$ cat src/em_reg_pkg.sv
// ----------------------------------------------------------
// Register bus request and response structs, register map
// and the control levels sent to the extraction core
// ----------------------------------------------------------
`default_nettype none

package em_reg_pkg;

  // Reduced AXI-Lite request from the bus master
  typedef struct packed {
    logic [31:0] awaddr;
    logic [31:0] wdata;
    logic        awvalid;
    logic        wvalid;
    logic [31:0] araddr;
    logic        arvalid;
    logic        bready;
    logic        rready;
  } axil_req_t;

  // Response side, one ready shared by address and data writes
  typedef struct packed {
    logic        wready;
    logic        bvalid;
    logic        arready;
    logic        rvalid;
    logic [31:0] rdata;
  } axil_rsp_t;

  // Byte offsets inside the register window
  localparam logic [31:0] REG_SW_RST    = 32'h0;
  localparam logic [31:0] REG_ENABLE    = 32'h4;
  localparam logic [31:0] REG_PKT_COUNT = 32'h8;

  // Levels from the register block to the core
  typedef struct packed {
    logic sw_rst;
    logic em_enable;
  } em_ctrl_t;

endpackage

`default_nettype wire

$ cat src/em_stream_pkg.sv
// ----------------------------------------------------------
// Stream beat, metadata header layout and the union used to
// read a packet's first beat
// ----------------------------------------------------------
`default_nettype none

package em_stream_pkg;

  // Stream data width in bits
  localparam int DATA_W = 64;

  // Sideband width carried with each output beat
  localparam int TUSER_W = 128;

  // One stream beat
  // keep has one bit per data byte
  typedef struct packed {
    logic [DATA_W-1:0]   data;
    logic [DATA_W/8-1:0] keep;
    logic                last;
  } em_beat_t;

  // Metadata header as found in the first beat
  // Timestamp sits in the upper word
  // pkt_len lands in the low 16 bits of the raw word
  typedef struct packed {
    logic [31:0] timestamp;
    logic [7:0]  dst_port;
    logic [7:0]  src_port;
    logic [15:0] pkt_len;
  } em_meta_t;

  // First beat seen either as header fields or as plain data
  // Both views are exactly one data word wide
  typedef union packed {
    em_meta_t          meta;
    logic [DATA_W-1:0] raw;
  } em_first_u;

endpackage

`default_nettype wire

$ cat src/em_ctrl_regs.sv
// ----------------------------------------------------------
// AXI-Lite register slave with soft reset, enable and a
// count of completed output packets
// ----------------------------------------------------------
`default_nettype none

module em_ctrl_regs import em_reg_pkg::*; #(
  parameter logic [31:0] BASE_ADDR = 32'h0
) (
  input  wire            axi_aclk,
  input  wire            rst,
  input  wire axil_req_t req,
  output axil_rsp_t      rsp,
  output em_ctrl_t       ctrl,
  input  wire            pkt_done
);

  // Offsets relative to the window base
  logic [31:0] wr_off;
  logic [31:0] rd_off;

  // Handshake state for both channels
  logic        wready_q;
  logic        bvalid_q;
  logic        arready_q;
  logic        rvalid_q;
  logic [31:0] rdata_q;

  // Completed transfers
  logic        wr_xfer;
  logic        rd_xfer;

  // Register contents
  logic        sw_rst_q;
  logic        enable_q;
  logic [31:0] pkt_count;

  // Read data selected by offset
  logic [31:0] rd_mux;

  assign wr_off = req.awaddr - BASE_ADDR;
  assign rd_off = req.araddr - BASE_ADDR;

  // Write lands in the cycle the shared ready is high
  assign wr_xfer = wready_q & req.awvalid & req.wvalid;
  assign rd_xfer = arready_q & req.arvalid;

  // Write channel
  always_ff @(posedge axi_aclk) begin
    if (rst) begin
      wready_q <= 1'b0;
      bvalid_q <= 1'b0;
    end else begin
      // Single-cycle ready, none while a response is pending
      wready_q <= req.awvalid & req.wvalid & ~wready_q & ~bvalid_q;
      if (wr_xfer) begin
        bvalid_q <= 1'b1;
      end else if (bvalid_q && req.bready) begin
        bvalid_q <= 1'b0;
      end
    end
  end

  // Writable bits, only bit 0 of each control register
  always_ff @(posedge axi_aclk) begin
    if (rst) begin
      sw_rst_q <= 1'b0;
      enable_q <= 1'b0;
    end else if (wr_xfer) begin
      if (wr_off == REG_SW_RST) begin
        sw_rst_q <= req.wdata[0];
      end
      if (wr_off == REG_ENABLE) begin
        enable_q <= req.wdata[0];
      end
      // PKT_COUNT and unmapped offsets drop the write
    end
  end

  // Output packet counter
  // Soft reset clears it as well
  always_ff @(posedge axi_aclk) begin
    if (rst || sw_rst_q) begin
      pkt_count <= '0;
    end else if (pkt_done) begin
      pkt_count <= pkt_count + 32'd1;
    end
  end

  // Read decode
  always_comb begin
    case (rd_off)
      REG_SW_RST:    rd_mux = {31'b0, sw_rst_q};
      REG_ENABLE:    rd_mux = {31'b0, enable_q};
      REG_PKT_COUNT: rd_mux = pkt_count;
      default:       rd_mux = '0;
    endcase
  end

  // Read channel
  always_ff @(posedge axi_aclk) begin
    if (rst) begin
      arready_q <= 1'b0;
      rvalid_q  <= 1'b0;
    end else begin
      // Pulse ready once per read, then wait for rready
      arready_q <= req.arvalid & ~arready_q & ~rvalid_q;
      if (rd_xfer) begin
        rvalid_q <= 1'b1;
      end else if (rvalid_q && req.rready) begin
        rvalid_q <= 1'b0;
      end
    end
  end

  // Read data held with rvalid
  always_ff @(posedge axi_aclk) begin
    if (rd_xfer) begin
      rdata_q <= rd_mux;
    end
  end

  assign rsp = '{
    wready:  wready_q,
    bvalid:  bvalid_q,
    arready: arready_q,
    rvalid:  rvalid_q,
    rdata:   rdata_q
  };

  assign ctrl = '{sw_rst: sw_rst_q, em_enable: enable_q};

endmodule

`default_nettype wire

$ cat src/em_extract_core.sv
// ----------------------------------------------------------
// Metadata extraction core: drops the header beat and
// carries its fields on tuser for the packet body
// ----------------------------------------------------------
`default_nettype none

module em_extract_core import em_reg_pkg::*; import em_stream_pkg::*; #(
  parameter int TS_POS = 32
) (
  input  wire                axi_aclk,
  input  wire                rst,
  input  wire em_ctrl_t      ctrl,
  input  wire em_beat_t      s_axis,
  input  wire                s_axis_valid,
  output logic               s_axis_ready,
  output em_beat_t           m_axis,
  output logic [TUSER_W-1:0] m_axis_tuser,
  output logic               m_axis_valid,
  input  wire                m_axis_ready,
  output logic               pkt_done
);

  // First beat decoded through the union
  em_first_u          first_beat;

  // High once a packet's first beat has gone in
  logic               in_pkt;

  // Extraction mode latched for the packet in flight
  logic               mode_q;

  // Input side events
  logic               accept;
  logic               hdr_drop;
  logic               load_out;

  // Sideband built from the header and its holding register
  logic [TUSER_W-1:0] tuser_next;
  logic [TUSER_W-1:0] tuser_q;

  // Single output register
  em_beat_t           out_q;
  logic               out_valid;

  // Header view of the incoming word
  // Only meaningful on a packet's first beat
  always_comb begin
    first_beat.raw = s_axis.data;
  end

  // Sideband layout
  // Ports and length in the low word, timestamp at TS_POS
  always_comb begin
    tuser_next = '0;
    tuser_next[15:0]  = first_beat.meta.pkt_len;
    tuser_next[23:16] = first_beat.meta.src_port;
    tuser_next[31:24] = first_beat.meta.dst_port;
    tuser_next[TS_POS +: 32] = first_beat.meta.timestamp;
  end

  // Room when empty or when the held beat leaves this cycle
  // Soft reset blocks the input entirely
  assign s_axis_ready = ~ctrl.sw_rst & (~out_valid | m_axis_ready);

  assign accept = s_axis_valid & s_axis_ready;

  // Enable is sampled on the first beat only
  assign hdr_drop = ~in_pkt & ctrl.em_enable;

  // Everything but a consumed header goes to the output
  assign load_out = accept & ~hdr_drop;

  // Control state
  always_ff @(posedge axi_aclk) begin
    if (rst || ctrl.sw_rst) begin
      in_pkt    <= 1'b0;
      mode_q    <= 1'b0;
      out_valid <= 1'b0;
    end else begin
      if (accept) begin
        // Back to packet start after the last beat
        in_pkt <= ~s_axis.last;
        if (!in_pkt) begin
          mode_q <= ctrl.em_enable;
        end
      end
      if (load_out) begin
        out_valid <= 1'b1;
      end else if (m_axis_ready) begin
        out_valid <= 1'b0;
      end
    end
  end

  // Payload registers
  always_ff @(posedge axi_aclk) begin
    if (load_out) begin
      out_q <= s_axis;
    end
    // Previous packet has fully left by the time a new header is taken
    if (accept && hdr_drop) begin
      tuser_q <= tuser_next;
    end
  end

  assign m_axis       = out_q;
  assign m_axis_valid = out_valid & ~ctrl.sw_rst;

  // Zero sideband for pass-through packets
  assign m_axis_tuser = mode_q ? tuser_q : '0;

  // One pulse per packet leaving the core
  assign pkt_done = m_axis_valid & m_axis_ready & m_axis.last;

endmodule

`default_nettype wire

$ cat src/nf_extract_metadata.sv
// ----------------------------------------------------------
// Top level: register block beside the extraction core
// ----------------------------------------------------------
`default_nettype none

module nf_extract_metadata import em_reg_pkg::*; import em_stream_pkg::*; #(
  parameter int          TS_POS    = 32,
  parameter logic [31:0] BASE_ADDR = 32'h0
) (
  input  wire                axi_aclk,
  input  wire                rst,

  // Register bus
  input  wire axil_req_t     s_axil,
  output axil_rsp_t          s_axil_rsp,

  // Input stream
  input  wire em_beat_t      s_axis,
  input  wire                s_axis_valid,
  output logic               s_axis_ready,

  // Output stream with sideband
  output em_beat_t           m_axis,
  output logic [TUSER_W-1:0] m_axis_tuser,
  output logic               m_axis_valid,
  input  wire                m_axis_ready
);

  // Control levels to the core
  em_ctrl_t ctrl;

  // Packet completion back to the counter
  logic     pkt_done;

  em_ctrl_regs #(
    .BASE_ADDR (BASE_ADDR)
  ) u_regs (
    .axi_aclk (axi_aclk),
    .rst      (rst),
    .req      (s_axil),
    .rsp      (s_axil_rsp),
    .ctrl     (ctrl),
    .pkt_done (pkt_done)
  );

  em_extract_core #(
    .TS_POS (TS_POS)
  ) u_core (
    .axi_aclk     (axi_aclk),
    .rst          (rst),
    .ctrl         (ctrl),
    .s_axis       (s_axis),
    .s_axis_valid (s_axis_valid),
    .s_axis_ready (s_axis_ready),
    .m_axis       (m_axis),
    .m_axis_tuser (m_axis_tuser),
    .m_axis_valid (m_axis_valid),
    .m_axis_ready (m_axis_ready),
    .pkt_done     (pkt_done)
  );

endmodule

`default_nettype wire

$ cat config.mk
export PLATFORM = sky130hd
export DESIGN_NAME = nf_extract_metadata
export DESIGN_NICKNAME = d
export VERILOG_FILES = /design/src/em_reg_pkg.sv /design/src/em_stream_pkg.sv /design/src/em_ctrl_regs.sv /design/src/em_extract_core.sv /design/src/nf_extract_metadata.sv
export SDC_FILE = /design/constraint.sdc
export NUM_CORES = 1
export LEC_CHECK = 0
export CAP_MARGIN = 40
export CORE_AREA = 2 2 161 163
export CTS_BUF_LIST = sky130_fd_sc_hd__clkbuf_4 sky130_fd_sc_hd__clkbuf_8
export DETAILED_ROUTE_END_ITERATION = 10
export DIE_AREA = 0 0 163 165
export DONT_BUFFER_PORTS = 1
export GPL_TIMING_DRIVEN = 0
export PLACE_DENSITY = 0.52
export SETUP_SLACK_MARGIN = 0.2
export SKIP_CTS_REPAIR_TIMING = 1
export SYNTH_ARGS = -nofsm -noshare
export SYNTH_HDL_FRONTEND = slang
export SYNTH_SLANG_ARGS = --single-unit
$ cat constraint.sdc
create_clock -name axi_aclk -period 8.8 [get_ports axi_aclk]
set_input_delay 0 -clock axi_aclk [delete_from_list [all_inputs] [get_ports axi_aclk]]
set_output_delay 0 -clock axi_aclk [all_outputs]
set_load 0.01 [all_outputs]
### Word level (Yosys, flattened, before mapping)

Index checks and enable logic that the tools add are counted.

| cells by class | value |
|---|---|
| add/subtract/negate cells | 1 |
| eq/ne operators | 3 |
| multiplexer cells | 8 |
| bitwise gates (word level) | 25 |
| reductions and logical operators | 12 |

Operators with widths:

| kind | count |
|---|---|
| $pmux W32 S3 | 1 |
| $eq A32 B3 Y1 const B | 2 |
| $logic_not A32 Y1 | 2 |
| $mux W64 | 1 |
| $add A32 B1 Y32 const B | 1 |
| $eq A32 B4 Y1 const B | 1 |
| $and A1 B1 Y1 | 15 |
| $not A1 Y1 | 9 |
| $mux W1 | 6 |
| $reduce_and A2 Y1 | 3 |
| $reduce_bool A2 Y1 | 3 |
| $logic_and A1 B1 Y1 | 3 |
| $logic_or A1 B1 Y1 | 1 |
| $or A1 B1 Y1 | 1 |

| storage, ports and cells | value |
|---|---|
| bits in registers | 210 |
| input port bits | 178 |
| output and inout bits | 239 |
| word-level logic and storage cells | 64 |

### Logic depth before layout (Yosys ltp)

Gate-level depths: netlist of the first run.

| logic depth | value |
|---|---|
| word-level depth | 6 |
| depth in mapped cells | 7 |
| gate-level depth less buffers | 5 |

### Modules after synthesis

Synthesis of the first run repeated with hierarchy kept, for this count alone.

| second synthesis, totals | value |
|---|---|
| cells, all modules | 597 |
| area total of the unflattened synthesis | 8,353.0 um^2 |

By module, submodules not included:

| module | instances | cells each | area each (um^2) | seq. area each (um^2) |
|---|---|---|---|---|
| em_extract_core | 1 | 296 | 5,211.2 | 4,174.0 |
| em_ctrl_regs | 1 | 301 | 3,141.8 | 1,721.7 |

### Worst setup path before layout of the first run

Ideal clock, no wire load.

| path | value |
|---|---|
| kind | reg-to-reg |
| start | reg u_regs.sw_rst_q |
| end | reg u_core.out_q, in the netlist u_core.m_axis[0], enable pin |
| setup time | 0.618 ns |
| data arrival time | 6.121 ns |
| required time | 8.182 ns |
| setup slack | 2.061 ns |
| cell stages (with the launch flop) | 4 |
| path buffers | 1 |
| clock period less this slack | 6.739 ns |
| cells stage by stage | dfxtp_1 -> buf_2 -> nor3b_1 -> a21boi_0 |

| between the ends | value |
|---|---|
| longest elaborated chain between the ends | 4 |

Ends and longest elaborated chain:

| element | RTL line | source |
|---|---|---|
| start, declared | em_ctrl_regs.sv:34 | `logic sw_rst_q;` |
| start signal, assigned | em_ctrl_regs.sv:71 | `sw_rst_q <= req.wdata[0];` |
| $not A1 Y1 | em_extract_core.sv:63 | `assign s_axis_ready = ~ctrl.sw_rst & (~out_valid \| m_axis_ready);` |
| $and A1 B1 Y1 | em_extract_core.sv:63 |  |
| $and A1 B1 Y1 | em_extract_core.sv:65 | `assign accept = s_axis_valid & s_axis_ready;` |
| $and A1 B1 Y1 | em_extract_core.sv:71 | `assign load_out = accept & ~hdr_drop;` |
| named net u_core.load_out | em_extract_core.sv:35 | `logic load_out;` |
| end signal, assigned | em_extract_core.sv:98 | `out_q <= s_axis;` |
| end, declared | em_extract_core.sv:42 | `em_beat_t out_q;` |

The timed path passes the listed nets, and every way through them passes these cells.
A chain may end at the register's enable or synchronous reset.

### Final worst setup path of the first run

| path | value |
|---|---|
| start | reg u_regs.wready_q |
| end | reg u_regs.sw_rst_q |

| between the ends | value |
|---|---|
| longest elaborated chain between the ends | 3 |

Ends and longest elaborated chain:

| element | RTL line | source |
|---|---|---|
| start, declared | em_ctrl_regs.sv:23 | `logic wready_q;` |
| start signal, assigned | em_ctrl_regs.sv:55 | `wready_q <= req.awvalid & req.wvalid & ~wready_q & ~bvalid_q;` |
| $and A1 B1 Y1 (2 in series) | em_ctrl_regs.sv:45 | `assign wr_xfer = wready_q & req.awvalid & req.wvalid;` |
| $reduce_and A2 Y1 (no source line) | n/a |  |

Every way passes these cells.

==> run metrics, run 1 <==
Detailed Place HPWL=15120 µm; Worst path top cell family by delay=buffers and inverters; drt total wl=21080 µm; clk slew on worst S/H paths=0.06 ns; die width=163 µm; Max VDD drop=89.93 µV; grt total ovfl=0; row cnt=58; worst-margin pin slew=0.8706 ns; synthesized flop and latch total=210; worst skew pair latency=0.50 ns; ranking of synthesized cells by area=edfxtp_1 61%, dfxtp_1 9.8%, and2_1 7.4%, buf_4 6.1%, a21oi_1 1.4%; vias=5239; Hold Vio Cnt, Final=1; initial antenna violation count=0; CTS Sinks=210; GRT busiest layer=met2; Ant. Diodes=0; Power, Total=2.119 mW; TritonRoute pass-1 iters=4; Netlist cell types=42; register area share after synthesis=70.51%; largest net degree at the start of global routing=65; post-synth top area share=60.69%; drc violations=0; core footprint=25040 µm²; WP buf/inv=2; class of the worst hold path=input pin to register; PwrDens=196.9 nW/µm²; final setup vio count=0; top-level port count=417; placed cell count=989; GR Util met1=14.23%; remaining antenna violation count after routing=0; die height=165 µm; Slew headroom=41.96%; Min Hold Slack=-0.02148 ns; achievable clock frequency=435.9 MHz; CP max stage cell=dlygate4sd3_1; nets@finish=972; Global Route met2 Usage=27.39%; initial core utilization=33.40%; final cell count without fillers=1149; failing checks=negative hold slack; synthesis-to-layout area growth=28.73%; CP Max Fanout=3; Final Max Tran Viols=0; Tmin final=2.294 ns; share of layout cells above drive strength 1=17.83%; htree depth=2; pre-CTS WS=6.286 ns; WS Path Type=register to register; Die Area=26900 µm²; wire length per cell=18.35 µm; synth warn=0; critical path data required time=9.24 ns; number of synthesized flops with an enable pin=169; Leakage=4.022 nW; CP most frequent cell=dlygate4sd3_1; CTS tree=done; worst-path cell chain=nand3_1 > nand3b_1 > nor4_1 > dlygate4sd3_1 > mux2i_1 > dlygate4sd3_1; IO buf count=0; GRT Total Usage=14.22%; Setup WS post-layout=6.506 ns; clk buf depth=3; Post-Syn Area=8362 µm²; async set-reset flop share out of synthesis=0%; Synth area leader=edfxtp_1; Crit path largest cell delay=0.60 ns; met3 usage=4.997%; Primary FF master, synth=edfxtp_1; GP Congestion=0.7671; first-pass GRT wire length=28880 µm; Critical Path End Type=register; maxcap violations=0; unrepaired setup endpoints after global routing=false; final worst path period share=26.07%; number of global-route vias before repair=4923; startpoint types=register; number of CTS-inserted buffers=37; First DRT Iteration DRCs=387; root buf cell=clkbuf_8; post-layout util=42.99%; status=complete, but fails checks; Avg Cell Area, Syn=14.08 µm²; Syn Inst Count=594; crit path DAT=2.73 ns; Via-to-Cell Ratio=4.560; Layout Skew=0.01052 ns
==> final timing paths <==
check | from | end | slack, ns | cells past startpoint
hold / removal | rst | u_regs.arready_q | -0.02 | 2
setup / recovery | u_regs.wready_q | u_regs.sw_rst_q | 6.51 | 6
setup reg to reg | u_regs.wready_q | u_regs.sw_rst_q | 6.51 | 6
hold reg to reg | u_regs.arready_q | u_regs.arready_q | 0.46 | 1
==> stage by stage <==
step	area [µm²]	setup TNS, ns
2_1_floorplan	8598	0
5_1_grt	10760	0
3_5_place_dp	9066	0
3_3_place_gp	9011	-37.04
4_1_cts	9808	0
6_report	10760	0
==> final cells by class <==
type,count,area [µm²]
Clock buffer,51,626.9
Buffer,90,625.6
Fill cell,2289,14270
Timing Repair Buffer,97,996.0
Tap cell,330,412.9
Multi-Input combinational cell,350,2066
Sequential cell,210,5896
Inverter,7,26.28
Clock inverter,14,115.1
==> kinds of logic after synthesis <==
kind of cell	after synthesis	share of synthesized area, %
buffers and inverters	97	7.796
AOI/OAI and AO/OA	50	3.487
adders and majority gates	1	0.1496
and+or+nand+nor	221	16.46
xor gates and xnor gates	8	0.8380
other	1	0.04485
DFF	210	70.51
muxes	6	0.7183
==> worst reg2reg max path: stages (launching register included) <==
cell	delay, ns
dfxtp_1	0.35
nand3_1	0.10
nand3b_1	0.19
nor4_1	0.26
dlygate4sd3_1	0.60
mux2i_1	0.17
dlygate4sd3_1	0.57
==> power by group <==
part	switching, mW	total (mW)	internal [mW]
clock	0.373	0.893	0.520
combinational	0.0496	0.103	0.0538
sequential	0.0221	1.12	1.10
total	0.445	2.12	1.67
==> registers in the layout, summed over array words and instances (netlist names) <==
register          count
u_regs.rvalid_q       1
u_core.m_axis        73
u_regs.enable_q       1
u_core.tuser_q       64
u_regs.arready_q      1
u_core.out_valid      1
u_core.mode_q         1
u_regs.bvalid_q       1
u_regs.pkt_count     32
u_core.in_pkt         1
u_regs.sw_rst_q       1
u_regs.rdata_q       32
u_regs.wready_q       1
==> layer usage <==
layer  share of wire (%)  wire (µm)  vias up
met1                  36       7577     2488
met5                   0          0        -
met2                  54      11310      265
met3                 8.2       1733       40
met4                 2.2        457        0
li1                    -          -     2446
==> synthesized netlist by cell type, types with 2 or more instances <==
library cell  count
and4_1            4
nor4_1           18
buf_2             2
mux2i_1           6
nand3_1          10
edfxtp_1        169
nor4b_1           2
nor3_1            2
or3_1            10
nor2b_1           2
dfxtp_1          41
buf_4            68
xor2_1            6
xnor2_1           2
a21oi_1          24
and2_1           99
clkbuf_1         16
buf_6             4
or4_1            13
nand2_1          12
nor2_1           16
and3_1            7
o21ai_0           9
nand4_1          12
o31ai_1          13
nand4_2           2
nand2b_1          4
inv_1             7
==> cells in the final DEF (no fill, tap or decap), types with 12 or more instances in the layout <==
cell type and n:
edfxtp_1 169, and2_1 97, dlygate4sd3_1 94, buf_4 68, conb_1 64, dfxtp_1 41
clkbuf_8 39, a21oi_1 24, nor4_1 18, nor2_1 16, clkbuf_1 16, o31ai_1 13
or4_1 13, nand4_1 12, nand2_1 12, clkbuf_4 12
Note: power is estimated with default switching activity, not from simulation.
==> run 2, diff against run 1 <==
PLACE_DENSITY = 0.54   (was 0.52)
clock period = 1.9 ns   (was 8.8 ns; I/O delays follow)
==> run 2 against run 1 <==
The flow now finishes without violations; count of clock-buffer cells in the layout is 6 lower; sequential power grew to 4.6 times the previous value; flip-flop and latch count stayed put; clock power grew to 4.2 times the previous value; combinational power grew to 6.2 times the previous value; sequential share of layout area is 3.7 points lower; setup slack worse by 6.5 ns.
==> run metrics, run 2 (synthesis results as in run 1) <==
share of layout cells above drive strength 1=26.67%; Worst Hold Launch=rst; TritonRoute pass-1 iters=4; number of CTS-inserted buffers=35; GRT Total Usage=14.43%; DP Area=9097 µm²; Ant. Diodes=0; top-level port count=417; Critical Path End Type=register; achievable clock frequency=536.5 MHz; worst reg2reg path endpoint=u_regs.pkt_count[28]; clk buf depth=3; drc violations=0; wire length per cell=19.94 µm; Final Max Tran Viols=0; Seq pwr share=54.2%; most common cell after layout, fill and taps aside=edfxtp_1; worst-margin pin slew=0.7907 ns; worst skew pair latency=0.50 ns; PwrDens=826.5 nW/µm²; drt total wl=24140 µm; startpoint types=register; grt total ovfl=0; Hold Path Depth=3; nets@finish=1038; Detailed Place HPWL=15420 µm; Reg2Reg Depth=6; Gate power share=6.6%; largest net degree at the start of global routing=40; final setup vio count=0; htree depth=2; unrepaired setup endpoints after global routing=true; number of global-route vias before repair=4930; switching part of the total=21.69%; GP Congestion=0.8156; class of the worst hold path=input pin to register; die width=163 µm; max reg flops=73; cell-internal power=7.504 mW; vias=5719; Slew headroom=47.29%; Leakage=4.448 nW; Layout Skew=0.02039 ns; core footprint=25040 µm²; pre-CTS WS=-0.4110 ns; Via-to-Cell Ratio=4.723; Reg-to-Reg Start=u_regs.sw_rst_q; Min Hold Slack=0.02744 ns; wl on met1=8524 µm; maxcap violations=0; Design Area, Final=11590 µm²; r2r setup slk=0.04 ns; root buf cell=clkbuf_8; CTS Sinks=210; met2 wire len=13140 µm; final setup TNS=0 ns; Max VDD drop=508.1 µV; synthesis-to-layout area growth=38.65%; clk slew on worst S/H paths=0.06 ns; most frequent cells in the layout=169 x edfxtp_1, 111 x dlygate4sd3_1, 103 x buf_4, 95 x and2_1, 64 x conb_1; met3 WL post-DR=1967 µm; placed cell count=990; crit path DAT=2.30 ns; Setup WS post-layout=0.03618 ns; Hold Vio Cnt, Final=0; CTS tree=done; final cell count without fillers=1211; WS Path Type=register to register; final worst path period share=98.10%; clock share of power=39.1%; IO buf count=0; row cnt=58; hold endpoint=u_regs.enable_q; Tmin final=1.864 ns; top sig layer=met4; critical path data required time=2.33 ns; die height=165 µm; initial core utilization=33.40%; status=finished clean; First DRT Iteration DRCs=358; Die Area=26900 µm²; P_sw=2.078 mW; remaining antenna violation count after routing=0; CP Max Fanout=6; initial antenna violation count=0; first-pass GRT wire length=29390 µm
-- run 2: cell type report --
cell class / count / area, µm²
multi-input combinational: 353 / 2272
inverter: 7 / 26.28
buffer: 90 / 651.9
fill: 2188 / 13440
sequential: 210 / 5921
timing repair buffer: 162 / 1663
tap: 330 / 412.9
clock buffer: 45 / 563.0
clock inverter: 14 / 83.83
-- run 2: worst max path at each step --
stage | start | end | cells after the start
detailed placement | u_regs.sw_rst_q | u_core.m_axis[25] | 5
finish | u_regs.sw_rst_q | u_regs.pkt_count[28] | 6
global route | u_regs.sw_rst_q | u_regs.pkt_count[28] | 6
global placement | u_regs.sw_rst_q | u_core.m_axis[25] | 3
CTS | u_regs.sw_rst_q | u_core.m_axis[26] | 5
floorplan | u_core.out_valid | u_core.m_axis[0] | 3
-- run 2: critical path: stages (launching register included) --
cell     delay, ns
dfxtp_1       0.30
buf_6         0.12
and4b_4       0.37
buf_6         0.14
nand4_1       0.21
or4_4         0.55
a21oi_2       0.12
-- run 2: power by group through the flow --
stage	Sequential, mW	Combinational [mW]	Clock [mW]
floorplan	5.27	0.246	0
global placement	5.30	0.273	0
detailed placement	5.30	0.293	0
CTS	5.20	0.293	3.88
global route	5.20	0.676	4.06
finish	5.20	0.635	3.75
-- run 2: metrics by stage --
step	util, %	total power [mW]
after global routing	46.31	9.941
final	46.31	9.582
after CTS	38.92	9.370
after floorplan	-	5.521
after global placement	36.09	5.573
after detailed placement	36.34	5.589
-- run 2: per-layer routing --
layer,track usage [%],vias to the layer above
met3,4.847,46
met5,0,-
met1,15.24,2767
li1,-,2586
met4,4.586,0
met2,26.98,320
==> run 3, diff against run 2 <==
SETUP_SLACK_MARGIN = unset   (was 0.2)
==> run 3 against run 2 <==
Final area fell by 4.6%; cell count fell by 3.1%; sequential share of layout area rose by 2.3 points; power rose by 1.0%; clock power rose by 5%; critical path type unchanged; critical endpoint is now u_core.m_axis[36]; largest power group unchanged.
==> run metrics, run 3 (synthesis results as in run 1) <==
initial antenna violation count=4; most common cell after layout, fill and taps aside=edfxtp_1; nets@finish=992; GP Congestion=0.8608; post-layout util=44.17%; DP Area=9133 µm²; CP Max Fanout=28; first-pass GRT wire length=29330 µm; largest net degree at the start of global routing=37; number of global-route vias before repair=4948; most frequent cells in the layout=169 x edfxtp_1, 108 x dlygate4sd3_1, 97 x and2_1, 72 x buf_4, 64 x conb_1; Filler cells=2288; max reg flops=73; vias=5402; CTS tree=done; Max VDD drop=487.4 µV; clk slew on worst S/H paths=0.06 ns; Die Area=26900 µm²; unrepaired setup endpoints after global routing=false; wire length per cell=19.16 µm; startpoint types=register; pre-CTS WS=-0.2138 ns; worst skew pair latency=0.52 ns; initial core utilization=33.40%; root buf cell=clkbuf_8; Design Area, Final=11060 µm²; WS Path Type=register to register; placed cell count=991; Tmin final=1.825 ns; final setup vio count=0; Setup WS post-layout=0.07541 ns; PwrDens=875.0 nW/µm²; First DRT Iteration DRCs=274; grt total ovfl=0; Layout Skew=0.03142 ns; synthesis-to-layout area growth=32.26%; CTS Sinks=210; worst-margin pin slew=0.7933 ns; die width=163 µm; drt total wl=22500 µm; class of the worst hold path=input pin to register; final worst path period share=96.03%; clk buf depth=3; final cell count without fillers=1174; number of CTS-inserted buffers=36; Via-to-Cell Ratio=4.601; Final Max Tran Viols=0; drc violations=0; GRT Total Usage=14.63%; Critical Path End Type=register; remaining antenna violation count after routing=0; maxcap violations=0; Leakage=4.164 nW; achievable clock frequency=548.1 MHz; Hold Vio Cnt, Final=0; share of layout cells above drive strength 1=19.86%; top-level port count=417; core footprint=25040 µm²; row cnt=58; crit path DAT=2.03 ns; r2r setup slk=0.08 ns; die height=165 µm; Min Hold Slack=0.04226 ns; Sequential cell area=5903 µm²; IO buf count=0; TritonRoute pass-1 iters=5; Slew headroom=47.11%; area of the multi-input gates=2145 µm²; status=finished clean; Detailed Place HPWL=15920 µm; critical path data required time=2.11 ns; htree depth=2
## run 3: cell count changes in the layout (fill, tap and decap cells not counted), sizes merged
| cell | delta |
|---|---|
| clkinvlp | +1 |
| and2 | -2 |
| diode | +3 |
| clkinv | +7 |
| clkbuf | -6 |
| dlygate4sd3 | -3 |
| inv | +1 |
| buf | -38 |
## run 3: final cells by class
| class | instances | share of cell area, % |
|---|---|---|
| tap | 330 | 3.733 |
| antenna | 3 | 0.06788 |
| buffer | 89 | 5.657 |
| clock inverter | 23 | 1.222 |
| multi-input combinational | 351 | 19.39 |
| timing repair buffer | 118 | 11.13 |
| inverter | 7 | 0.2376 |
| clock buffer | 43 | 5.182 |
| sequential | 210 | 53.38 |
## run 3: worst max-delay path, stage by stage (launching register included)
cell and delay (ns):
dfxtp_1 0.32, nor2b_4 0.15, nor3b_2 0.40, a21boi_4 0.28, buf_12 0.16, buf_12 0.20
## run 3: power by group
part,switching [mW],internal (mW)
combinational,0.250,0.285
sequential,0.108,5.10
clock,1.79,2.15
## run 3: metal layers
metal  GRT usage (%)  vias up  share of wire, %
met1           15.69     2574                38
li1                -     2502                 -
met5               0        -                 0
met4           4.465        0               1.7
met3           6.755       31               9.2
met2           25.77      295                51
## run 3: final timing paths
| check | startpoint | end | cells after the start |
|---|---|---|---|
| max | u_core.out_valid | u_core.m_axis[36] | 5 |
| min | m_axis_ready | u_regs.pkt_count[18] | 4 |
| max reg2reg | u_core.out_valid | u_core.m_axis[36] | 5 |
| min reg2reg | u_regs.pkt_count[31] | u_regs.pkt_count[31] | 2 |
## run 3: metrics by stage
| step | setup TNS, ns | power, mW |
|---|---|---|
| detailed placement | -16.37 | 5.599 |
| finish | 0 | 9.677 |
| global placement | -119.46 | 5.577 |
| global route | 0 | 10.05 |
| floorplan | -51.52 | 5.521 |
| CTS | -23.54 | 9.565 |
